<file path="config.mk">
export PLATFORM = sky130hd
export DESIGN_NAME = axi2ram_top
export DESIGN_NICKNAME = d
export VERILOG_FILES = /design/src/verilog/axi2ram_pkg.sv /design/src/verilog/ram_cmd_if.sv /design/src/verilog/chan_fifo.sv /design/src/verilog/rd_credit_cnt.sv /design/src/verilog/ram_rw_arb.sv /design/src/verilog/axi2ram_top.sv
export VERILOG_INCLUDE_DIRS = /design/src /design/src/verilog
export SDC_FILE = /design/constraint.sdc
export NUM_CORES = 1
export LEC_CHECK = 0
export BUFFER_PORTS_ARGS = -buffer_cell sky130_fd_sc_hd__buf_2
export CAP_MARGIN = 10
export CORE_MARGIN = 2
export CORE_UTILIZATION = 55
export DETAILED_ROUTE_END_ITERATION = 10
export GPL_TIMING_DRIVEN = 0
export HOLD_SLACK_MARGIN = 0.02
export PLACE_DENSITY = 0.83
export SLEW_MARGIN = 15
export SYNTH_ARGS = -nofsm -noshare
export SYNTH_HDL_FRONTEND = slang
export SYNTH_HIERARCHICAL = 1
export SYNTH_SLANG_ARGS = --single-unit
</file>
<file path="constraint.sdc">
create_clock -name aclk -period 2.9 [get_ports aclk]
set_input_delay 0.145 -clock aclk [delete_from_list [all_inputs] [get_ports aclk]]
set_output_delay 0.145 -clock aclk [all_outputs]
set_load 0.01 [all_outputs]
</file>
<file path="src/verilog/axi2ram_defines.svh">
`ifndef AXI2RAM_DEFINES_SVH
`define AXI2RAM_DEFINES_SVH

`define AXI2RAM_AW          32      // axi byte address
`define AXI2RAM_DW          32      // data bus
`define AXI2RAM_RAM_AW      10      // ram word address, 1024 words

`define AXI2RAM_FIFO_DEPTH  2       // entries per channel fifo

// reads owed at once, sized so returning ram data always fits the r fifo
`define AXI2RAM_RD_CREDITS  `AXI2RAM_FIFO_DEPTH

`define AXI2RAM_RAM_LAT     1       // cycles from ram select to r_rvld

`endif

</file>
<file path="src/verilog/axi2ram_pkg.sv">
`include "axi2ram_defines.svh"

package axi2ram_pkg;

    localparam int LANE_BITS = $clog2(`AXI2RAM_DW / 8);    // byte offset within a word

    typedef logic [`AXI2RAM_AW-1:0]     addr_t;
    typedef logic [`AXI2RAM_DW-1:0]     data_t;
    typedef logic [`AXI2RAM_DW/8-1:0]   strb_t;
    typedef logic [`AXI2RAM_RAM_AW-1:0] ram_addr_t;

    typedef enum logic [1:0] {
        OKAY   = 2'b00,
        SLVERR = 2'b10                  // never produced
    } resp_t;

    typedef addr_t aw_pl_t;
    typedef addr_t ar_pl_t;

    typedef struct packed {
        data_t data;
        strb_t strb;
    } w_pl_t;

    typedef struct packed {
        data_t data;
        resp_t resp;
    } r_pl_t;

    typedef resp_t b_pl_t;

    typedef logic [$clog2(`AXI2RAM_RD_CREDITS + 1)-1:0] credit_t;

    // upper bits dropped, so addresses wrap onto the ram
    function automatic ram_addr_t to_ram_addr(addr_t byte_addr);
        return byte_addr[LANE_BITS +: `AXI2RAM_RAM_AW];
    endfunction

endpackage

</file>
<file path="src/verilog/ram_cmd_if.sv">
interface ram_cmd_if;
    import axi2ram_pkg::*;

    logic      cs;      // one access per cycle
    logic      we;
    ram_addr_t addr;
    strb_t     bwe;     // byte enables, writes only
    data_t     din;

    modport arb (
        output cs,
        output we,
        output addr,
        output bwe,
        output din
    );

    modport port (
        input cs,
        input we,
        input addr,
        input bwe,
        input din
    );
endinterface

</file>
<file path="src/verilog/chan_fifo.sv">
`include "axi2ram_defines.svh"

module chan_fifo #(
    parameter type payload_t = logic
) (
    input  logic     aclk,
    input  logic     rst,
    input  logic     in_valid,
    output logic     in_ready,
    input  payload_t in_data,
    output logic     out_valid,
    input  logic     out_ready,
    output payload_t out_data
);
    localparam int DEPTH = `AXI2RAM_FIFO_DEPTH;
    localparam int PW    = (DEPTH > 1) ? $clog2(DEPTH) : 1;

    payload_t      mem [DEPTH];
    logic [PW-1:0] wr_ptr;
    logic [PW-1:0] rd_ptr;
    logic [PW:0]   count;       // occupancy, 0..DEPTH
    logic          push;
    logic          pop;

    assign in_ready  = (count != (PW+1)'(DEPTH));   // not full
    assign out_valid = (count != '0);               // not empty
    assign push      = in_valid & in_ready;
    assign pop       = out_valid & out_ready;
    assign out_data  = mem[rd_ptr];                 // head held until popped

    always_ff @(posedge aclk) begin
        if (rst) begin
            wr_ptr <= '0;
            rd_ptr <= '0;
            count  <= '0;
        end else begin
            if (push) begin
                wr_ptr <= (wr_ptr == PW'(DEPTH - 1)) ? '0 : wr_ptr + 1'b1;
            end
            if (pop) begin
                rd_ptr <= (rd_ptr == PW'(DEPTH - 1)) ? '0 : rd_ptr + 1'b1;
            end
            count <= count + {{PW{1'b0}}, push} - {{PW{1'b0}}, pop};
        end
    end

    always_ff @(posedge aclk) begin
        if (push) begin
            mem[wr_ptr] <= in_data;
        end
    end
endmodule

</file>
<file path="src/verilog/rd_credit_cnt.sv">
`include "axi2ram_defines.svh"

module rd_credit_cnt (
    input  logic aclk,
    input  logic rst,
    input  logic rd_issue,      // read granted on the ram port
    input  logic r_done,        // r handshake at the axi port
    output logic credit_ok
);
    import axi2ram_pkg::*;

    credit_t count;             // reads in the ram plus beats waiting in the r fifo

    always_ff @(posedge aclk) begin
        if (rst) begin
            count <= '0;
        end else begin
            case ({rd_issue, r_done})
                2'b10: begin
                    count <= count + 1'b1;
                end
                2'b01: begin
                    count <= count - 1'b1;
                end
                default: begin
                    count <= count;     // none or both
                end
            endcase
        end
    end

    // a read never follows a read directly, so the plain count is enough here
    assign credit_ok = (count < credit_t'(`AXI2RAM_RD_CREDITS));
endmodule

</file>
<file path="src/verilog/ram_rw_arb.sv">
module ram_rw_arb (
    input  logic               aclk,
    input  logic               rst,
    input  logic               aw_valid,
    input  axi2ram_pkg::aw_pl_t aw_addr,
    output logic               aw_pop,
    input  logic               w_valid,
    input  axi2ram_pkg::w_pl_t w_pl,
    output logic               w_pop,
    input  logic               b_ready,
    output logic               b_push,
    input  logic               ar_valid,
    input  axi2ram_pkg::ar_pl_t ar_addr,
    output logic               ar_pop,
    input  logic               credit_ok,
    output logic               rd_issue,
    ram_cmd_if.arb             ram
);
    import axi2ram_pkg::*;

    typedef enum logic [1:0] {IDLE, WRITE, READ} state_t;

    state_t state;
    state_t state_nxt;
    logic   last_wr;            // side served last, loses a tie
    logic   wr_ready;
    logic   rd_ready;

    assign wr_ready = aw_valid & w_valid & b_ready;
    assign rd_ready = ar_valid & credit_ok;

    // never the same grant twice in a row, the fifo heads need a cycle to advance
    always_comb begin
        state_nxt = IDLE;
        case (state)
            IDLE: begin
                if (wr_ready && (!rd_ready || !last_wr)) begin
                    state_nxt = WRITE;
                end else if (rd_ready) begin
                    state_nxt = READ;
                end
            end
            WRITE: begin
                if (rd_ready) begin
                    state_nxt = READ;
                end
            end
            READ: begin
                if (wr_ready) begin
                    state_nxt = WRITE;
                end
            end
            default: begin
                state_nxt = IDLE;
            end
        endcase
    end

    always_ff @(posedge aclk) begin
        if (rst) begin
            state   <= IDLE;
            last_wr <= 1'b0;
        end else begin
            state <= state_nxt;
            if (state == WRITE) begin
                last_wr <= 1'b1;
            end else if (state == READ) begin
                last_wr <= 1'b0;
            end
        end
    end

    assign aw_pop   = (state == WRITE);
    assign w_pop    = (state == WRITE);
    assign b_push   = (state == WRITE);     // response queued with the access
    assign ar_pop   = (state == READ);
    assign rd_issue = (state == READ);

    assign ram.cs   = (state != IDLE);
    assign ram.we   = (state == WRITE);
    assign ram.addr = (state == WRITE) ? to_ram_addr(aw_addr) : to_ram_addr(ar_addr);
    assign ram.bwe  = (state == WRITE) ? w_pl.strb : '0;
    assign ram.din  = (state == WRITE) ? w_pl.data : '0;
endmodule

</file>
<file path="src/verilog/axi2ram_top.sv">
module axi2ram_top (
    input  logic                   aclk,
    input  logic                   rst,
    input  axi2ram_pkg::addr_t     awaddr,
    input  logic                   awvalid,
    output logic                   awready,
    input  axi2ram_pkg::data_t     wdata,
    input  axi2ram_pkg::strb_t     wstrb,
    input  logic                   wvalid,
    output logic                   wready,
    output axi2ram_pkg::resp_t     bresp,
    output logic                   bvalid,
    input  logic                   bready,
    input  axi2ram_pkg::addr_t     araddr,
    input  logic                   arvalid,
    output logic                   arready,
    output axi2ram_pkg::data_t     rdata,
    output axi2ram_pkg::resp_t     rresp,
    output logic                   rvalid,
    input  logic                   rready,
    output axi2ram_pkg::ram_addr_t r_addr,
    output logic                   r_cs_n,
    output logic                   r_we_n,
    output axi2ram_pkg::strb_t     r_bwe,
    output axi2ram_pkg::data_t     r_din,
    input  axi2ram_pkg::data_t     r_dout,
    input  logic                   r_rvld
);
    import axi2ram_pkg::*;

    logic   aw_valid;
    aw_pl_t aw_addr;
    logic   aw_pop;
    logic   w_valid;
    w_pl_t  w_in;
    w_pl_t  w_pl;
    logic   w_pop;
    logic   b_ready;            // room in the b fifo
    logic   b_push;
    logic   ar_valid;
    ar_pl_t ar_addr;
    logic   ar_pop;
    r_pl_t  r_in;
    r_pl_t  r_out;
    logic   r_done;
    logic   rd_issue;
    logic   credit_ok;

    ram_cmd_if ram_if ();

    assign w_in   = '{data: wdata, strb: wstrb};
    assign r_in   = '{data: r_dout, resp: OKAY};    // every read is OKAY
    assign rdata  = r_out.data;
    assign rresp  = r_out.resp;
    assign r_done = rvalid & rready;

    // active-low ram strobes
    assign r_cs_n = ~ram_if.cs;
    assign r_we_n = ~ram_if.we;
    assign r_addr = ram_if.addr;
    assign r_bwe  = ram_if.bwe;
    assign r_din  = ram_if.din;

    chan_fifo #(.payload_t(aw_pl_t)) aw_fifo_i (
        .aclk      (aclk),
        .rst       (rst),
        .in_valid  (awvalid),
        .in_ready  (awready),
        .in_data   (awaddr),
        .out_valid (aw_valid),
        .out_ready (aw_pop),
        .out_data  (aw_addr)
    );

    chan_fifo #(.payload_t(w_pl_t)) w_fifo_i (
        .aclk      (aclk),
        .rst       (rst),
        .in_valid  (wvalid),
        .in_ready  (wready),
        .in_data   (w_in),
        .out_valid (w_valid),
        .out_ready (w_pop),
        .out_data  (w_pl)
    );

    chan_fifo #(.payload_t(b_pl_t)) b_fifo_i (
        .aclk      (aclk),
        .rst       (rst),
        .in_valid  (b_push),
        .in_ready  (b_ready),
        .in_data   (OKAY),
        .out_valid (bvalid),
        .out_ready (bready),
        .out_data  (bresp)
    );

    chan_fifo #(.payload_t(ar_pl_t)) ar_fifo_i (
        .aclk      (aclk),
        .rst       (rst),
        .in_valid  (arvalid),
        .in_ready  (arready),
        .in_data   (araddr),
        .out_valid (ar_valid),
        .out_ready (ar_pop),
        .out_data  (ar_addr)
    );

    // room guaranteed by the read credits, so no ready goes back to the ram
    chan_fifo #(.payload_t(r_pl_t)) r_fifo_i (
        .aclk      (aclk),
        .rst       (rst),
        .in_valid  (r_rvld),
        .in_ready  (),
        .in_data   (r_in),
        .out_valid (rvalid),
        .out_ready (rready),
        .out_data  (r_out)
    );

    ram_rw_arb arb_i (
        .aclk      (aclk),
        .rst       (rst),
        .aw_valid  (aw_valid),
        .aw_addr   (aw_addr),
        .aw_pop    (aw_pop),
        .w_valid   (w_valid),
        .w_pl      (w_pl),
        .w_pop     (w_pop),
        .b_ready   (b_ready),
        .b_push    (b_push),
        .ar_valid  (ar_valid),
        .ar_addr   (ar_addr),
        .ar_pop    (ar_pop),
        .credit_ok (credit_ok),
        .rd_issue  (rd_issue),
        .ram       (ram_if)
    );

    rd_credit_cnt credit_i (
        .aclk      (aclk),
        .rst       (rst),
        .rd_issue  (rd_issue),
        .r_done    (r_done),
        .credit_ok (credit_ok)
    );
endmodule

</file>
==> results.yml <==
global_route:
  grt_util_met3: 0.04294
  grt_usage: 0.2241
  grt_first_pass_wirelength_um: 28990
  grt_pass1_vias: 5827
  grt_antenna_before_repair: 1
  use_met2: 0.4300
  globalRouteOverflowTotal: 0
  grt_max_degree: 35
  grtUsageMet1: 0.2457
  grt.busiest_layer: "met2"
run_status:
  status: "finished, final reports clean"
die:
  die-area_um2: 16710
  io_pins: 229
  num_rows: 45
  dieWidth_um: 129.3
  start_util: 0.5655
  core_area_um2: 15260
  die_h_um: 129.3
sta:
  setup_ws_ns: 0.4123
  tightestPinTransition_ns: 0.8246
  max_freq_ghz: 0.4020
  fin_skew_ns: 0.01691
  tns_ns: 0
  setup_violations: 0
  hold_slack_ns: 0.07212
  grt_setup_unrepaired: "false"
  final.min_clock_period_ns: 2.488
  max-slew-margin-rel: 0.4502
  period_share: 0.8578
  finalHoldViolCount: 0
  maxSlewViolCount: 0
critical_path:
  worstPathArrival_ns: 2.34
  critical-path-max-stage-delay_ns: 0.50
  path_cells: "inv_1 -> ha_1 -> buf_2 -> mux2_2 -> buf_2"
  startpoint_type: "flip-flop"
  cp_max_fo: 13
  cp_slowest_cell: "ha_1"
  cp_common_cell: "buf_2"
  crit_family: "buffers and inverters"
  worst-setup-path-type: "flip-flop to output port"
  end_kind: "output port"
  required_ns: 2.76
  path_buf_inv: 3
placed_design:
  hpwlAfterDp_um: 11020
  dp_slack_ns: 0.6361
  placed_cell_area_um2: 9897
  routabilityCongestion: 0.7619
  numPortBuffers: 184
clocking:
  clkTransAtPathRegs_ns: 0.06
  cts_sinks: 214
  clock_tree.buffer_depth: 3
  cts_hold_buffers: 92
  root_buffer: "clkbuf_16"
  post-cts-setup-buffers: 0
  htreeDepth: 1
  cts_resized: 0
  worstSkewPairLatency_ns: 0.50
  cts_buffers: 23
  cts_tree: "done"
detailed_routing:
  vias: 5399
  wire_per_inst_um: 17.74
  routed_wl_um: 18840
  via_per_inst: 5.084
  drtIter0Drc: 386
  antenna_left: 0
  dr.pass1.iters: 5
  drc: 0
layout:
  regArea_um2: 6126
  nets: 982
  drive_gt1_frac: 0.4245
  final_common_cell: "buf_2"
  multi_input_comb_area_um2: 2340
  fillers: 852
  area_delta_synth_final_pct: 33.82
  finalInstanceArea_um2: 11550
  mostFrequentLayoutCells: "buf_2 (190), edfxtp_1 (184), mux2_2 (102)"
logic_synthesis:
  synthCells: 521
  synth_area_um2: 8628
  yosys_warnings: 6
  avgSynthCellArea_um2: 16.56
power:
  p_leak_uw: 0.004585
  vdd_ir_drop_max_v: 0.0005111
  power.density_nw_per_um2: 678.8
hold_path:
  hold_class: "input pin to flip-flop"
job:
  drv_cap: 0
## path summary, 6_finish.rpt
kind | slack, ns | to | cells after the start | start
setup / recovery | 0.41 | r_addr[7] | 5 | arb_i/state[1]
hold / removal | 0.07 | b_fifo_i/rd_ptr | 4 | bready
setup reg to reg | 0.67 | b_fifo_i/count[1] | 10 | arb_i/state[1]
hold reg to reg | 0.50 | flip-flop | 2 | w_fifo_i/rd_ptr
## where the power goes
group,internal (µW),leakage [µW],switching [µW],total (µW)
combinational,665,0.00227,662,1330
clock,1600,0.000346,1140,2740
sequential,3650,0.00197,119,3770
## metal layers
metal  routed length, µm  up-vias
li1                    -     2548
met2               10380      176
met5                   0        -
met4                 476        0
met3                1040       39
met1                6934     2636
## metrics by stage
stage / power (µW) / std cells / util
finish: 7837 / 1062 / 0.7567
CTS: 7855 / 1059 / 0.7562
global placement: 4942 / 923 / 0.6449
global route: 8158 / 1060 / 0.7564
detailed placement: 5027 / 925 / 0.6486
floorplan: 4573 / 528 / -
## layout make-up
cell class	count	area share
clock inverters	15	0.009536
plain buffers	23	0.01268
well taps	211	0.02287
diodes	3	0.0006502
multi-input cells	279	0.2026
inverters	12	0.003901
repair buffers	278	0.1643
flip-flops and latches	214	0.5306
clock buffers	27	0.05288
## state kept, by name, summed over array words and instances (netlist names), 2 cells and up, named ones only
name             count
w_fifo_i/mem        72
r_fifo_i/mem        68
ar_fifo_i/mem       20
aw_fifo_i/mem       20
b_fifo_i/mem         4
ar_fifo_i/count      2
arb_i/state          2
aw_fifo_i/count      2
b_fifo_i/count       2
credit_i/count       2
r_fifo_i/count       2
w_fifo_i/count       2
## worst register-to-register path: cells and delay by family, from the launching register on
kind / cells / cell delay, ns
buf+inv: 3 / 0.37
fa+ha+maj: 3 / 0.92
flops: 1 / 0.33
xor+xnor: 2 / 0.34
simple gates: 2 / 0.13
No activity file was read; power rests on OpenSTA's default activity.
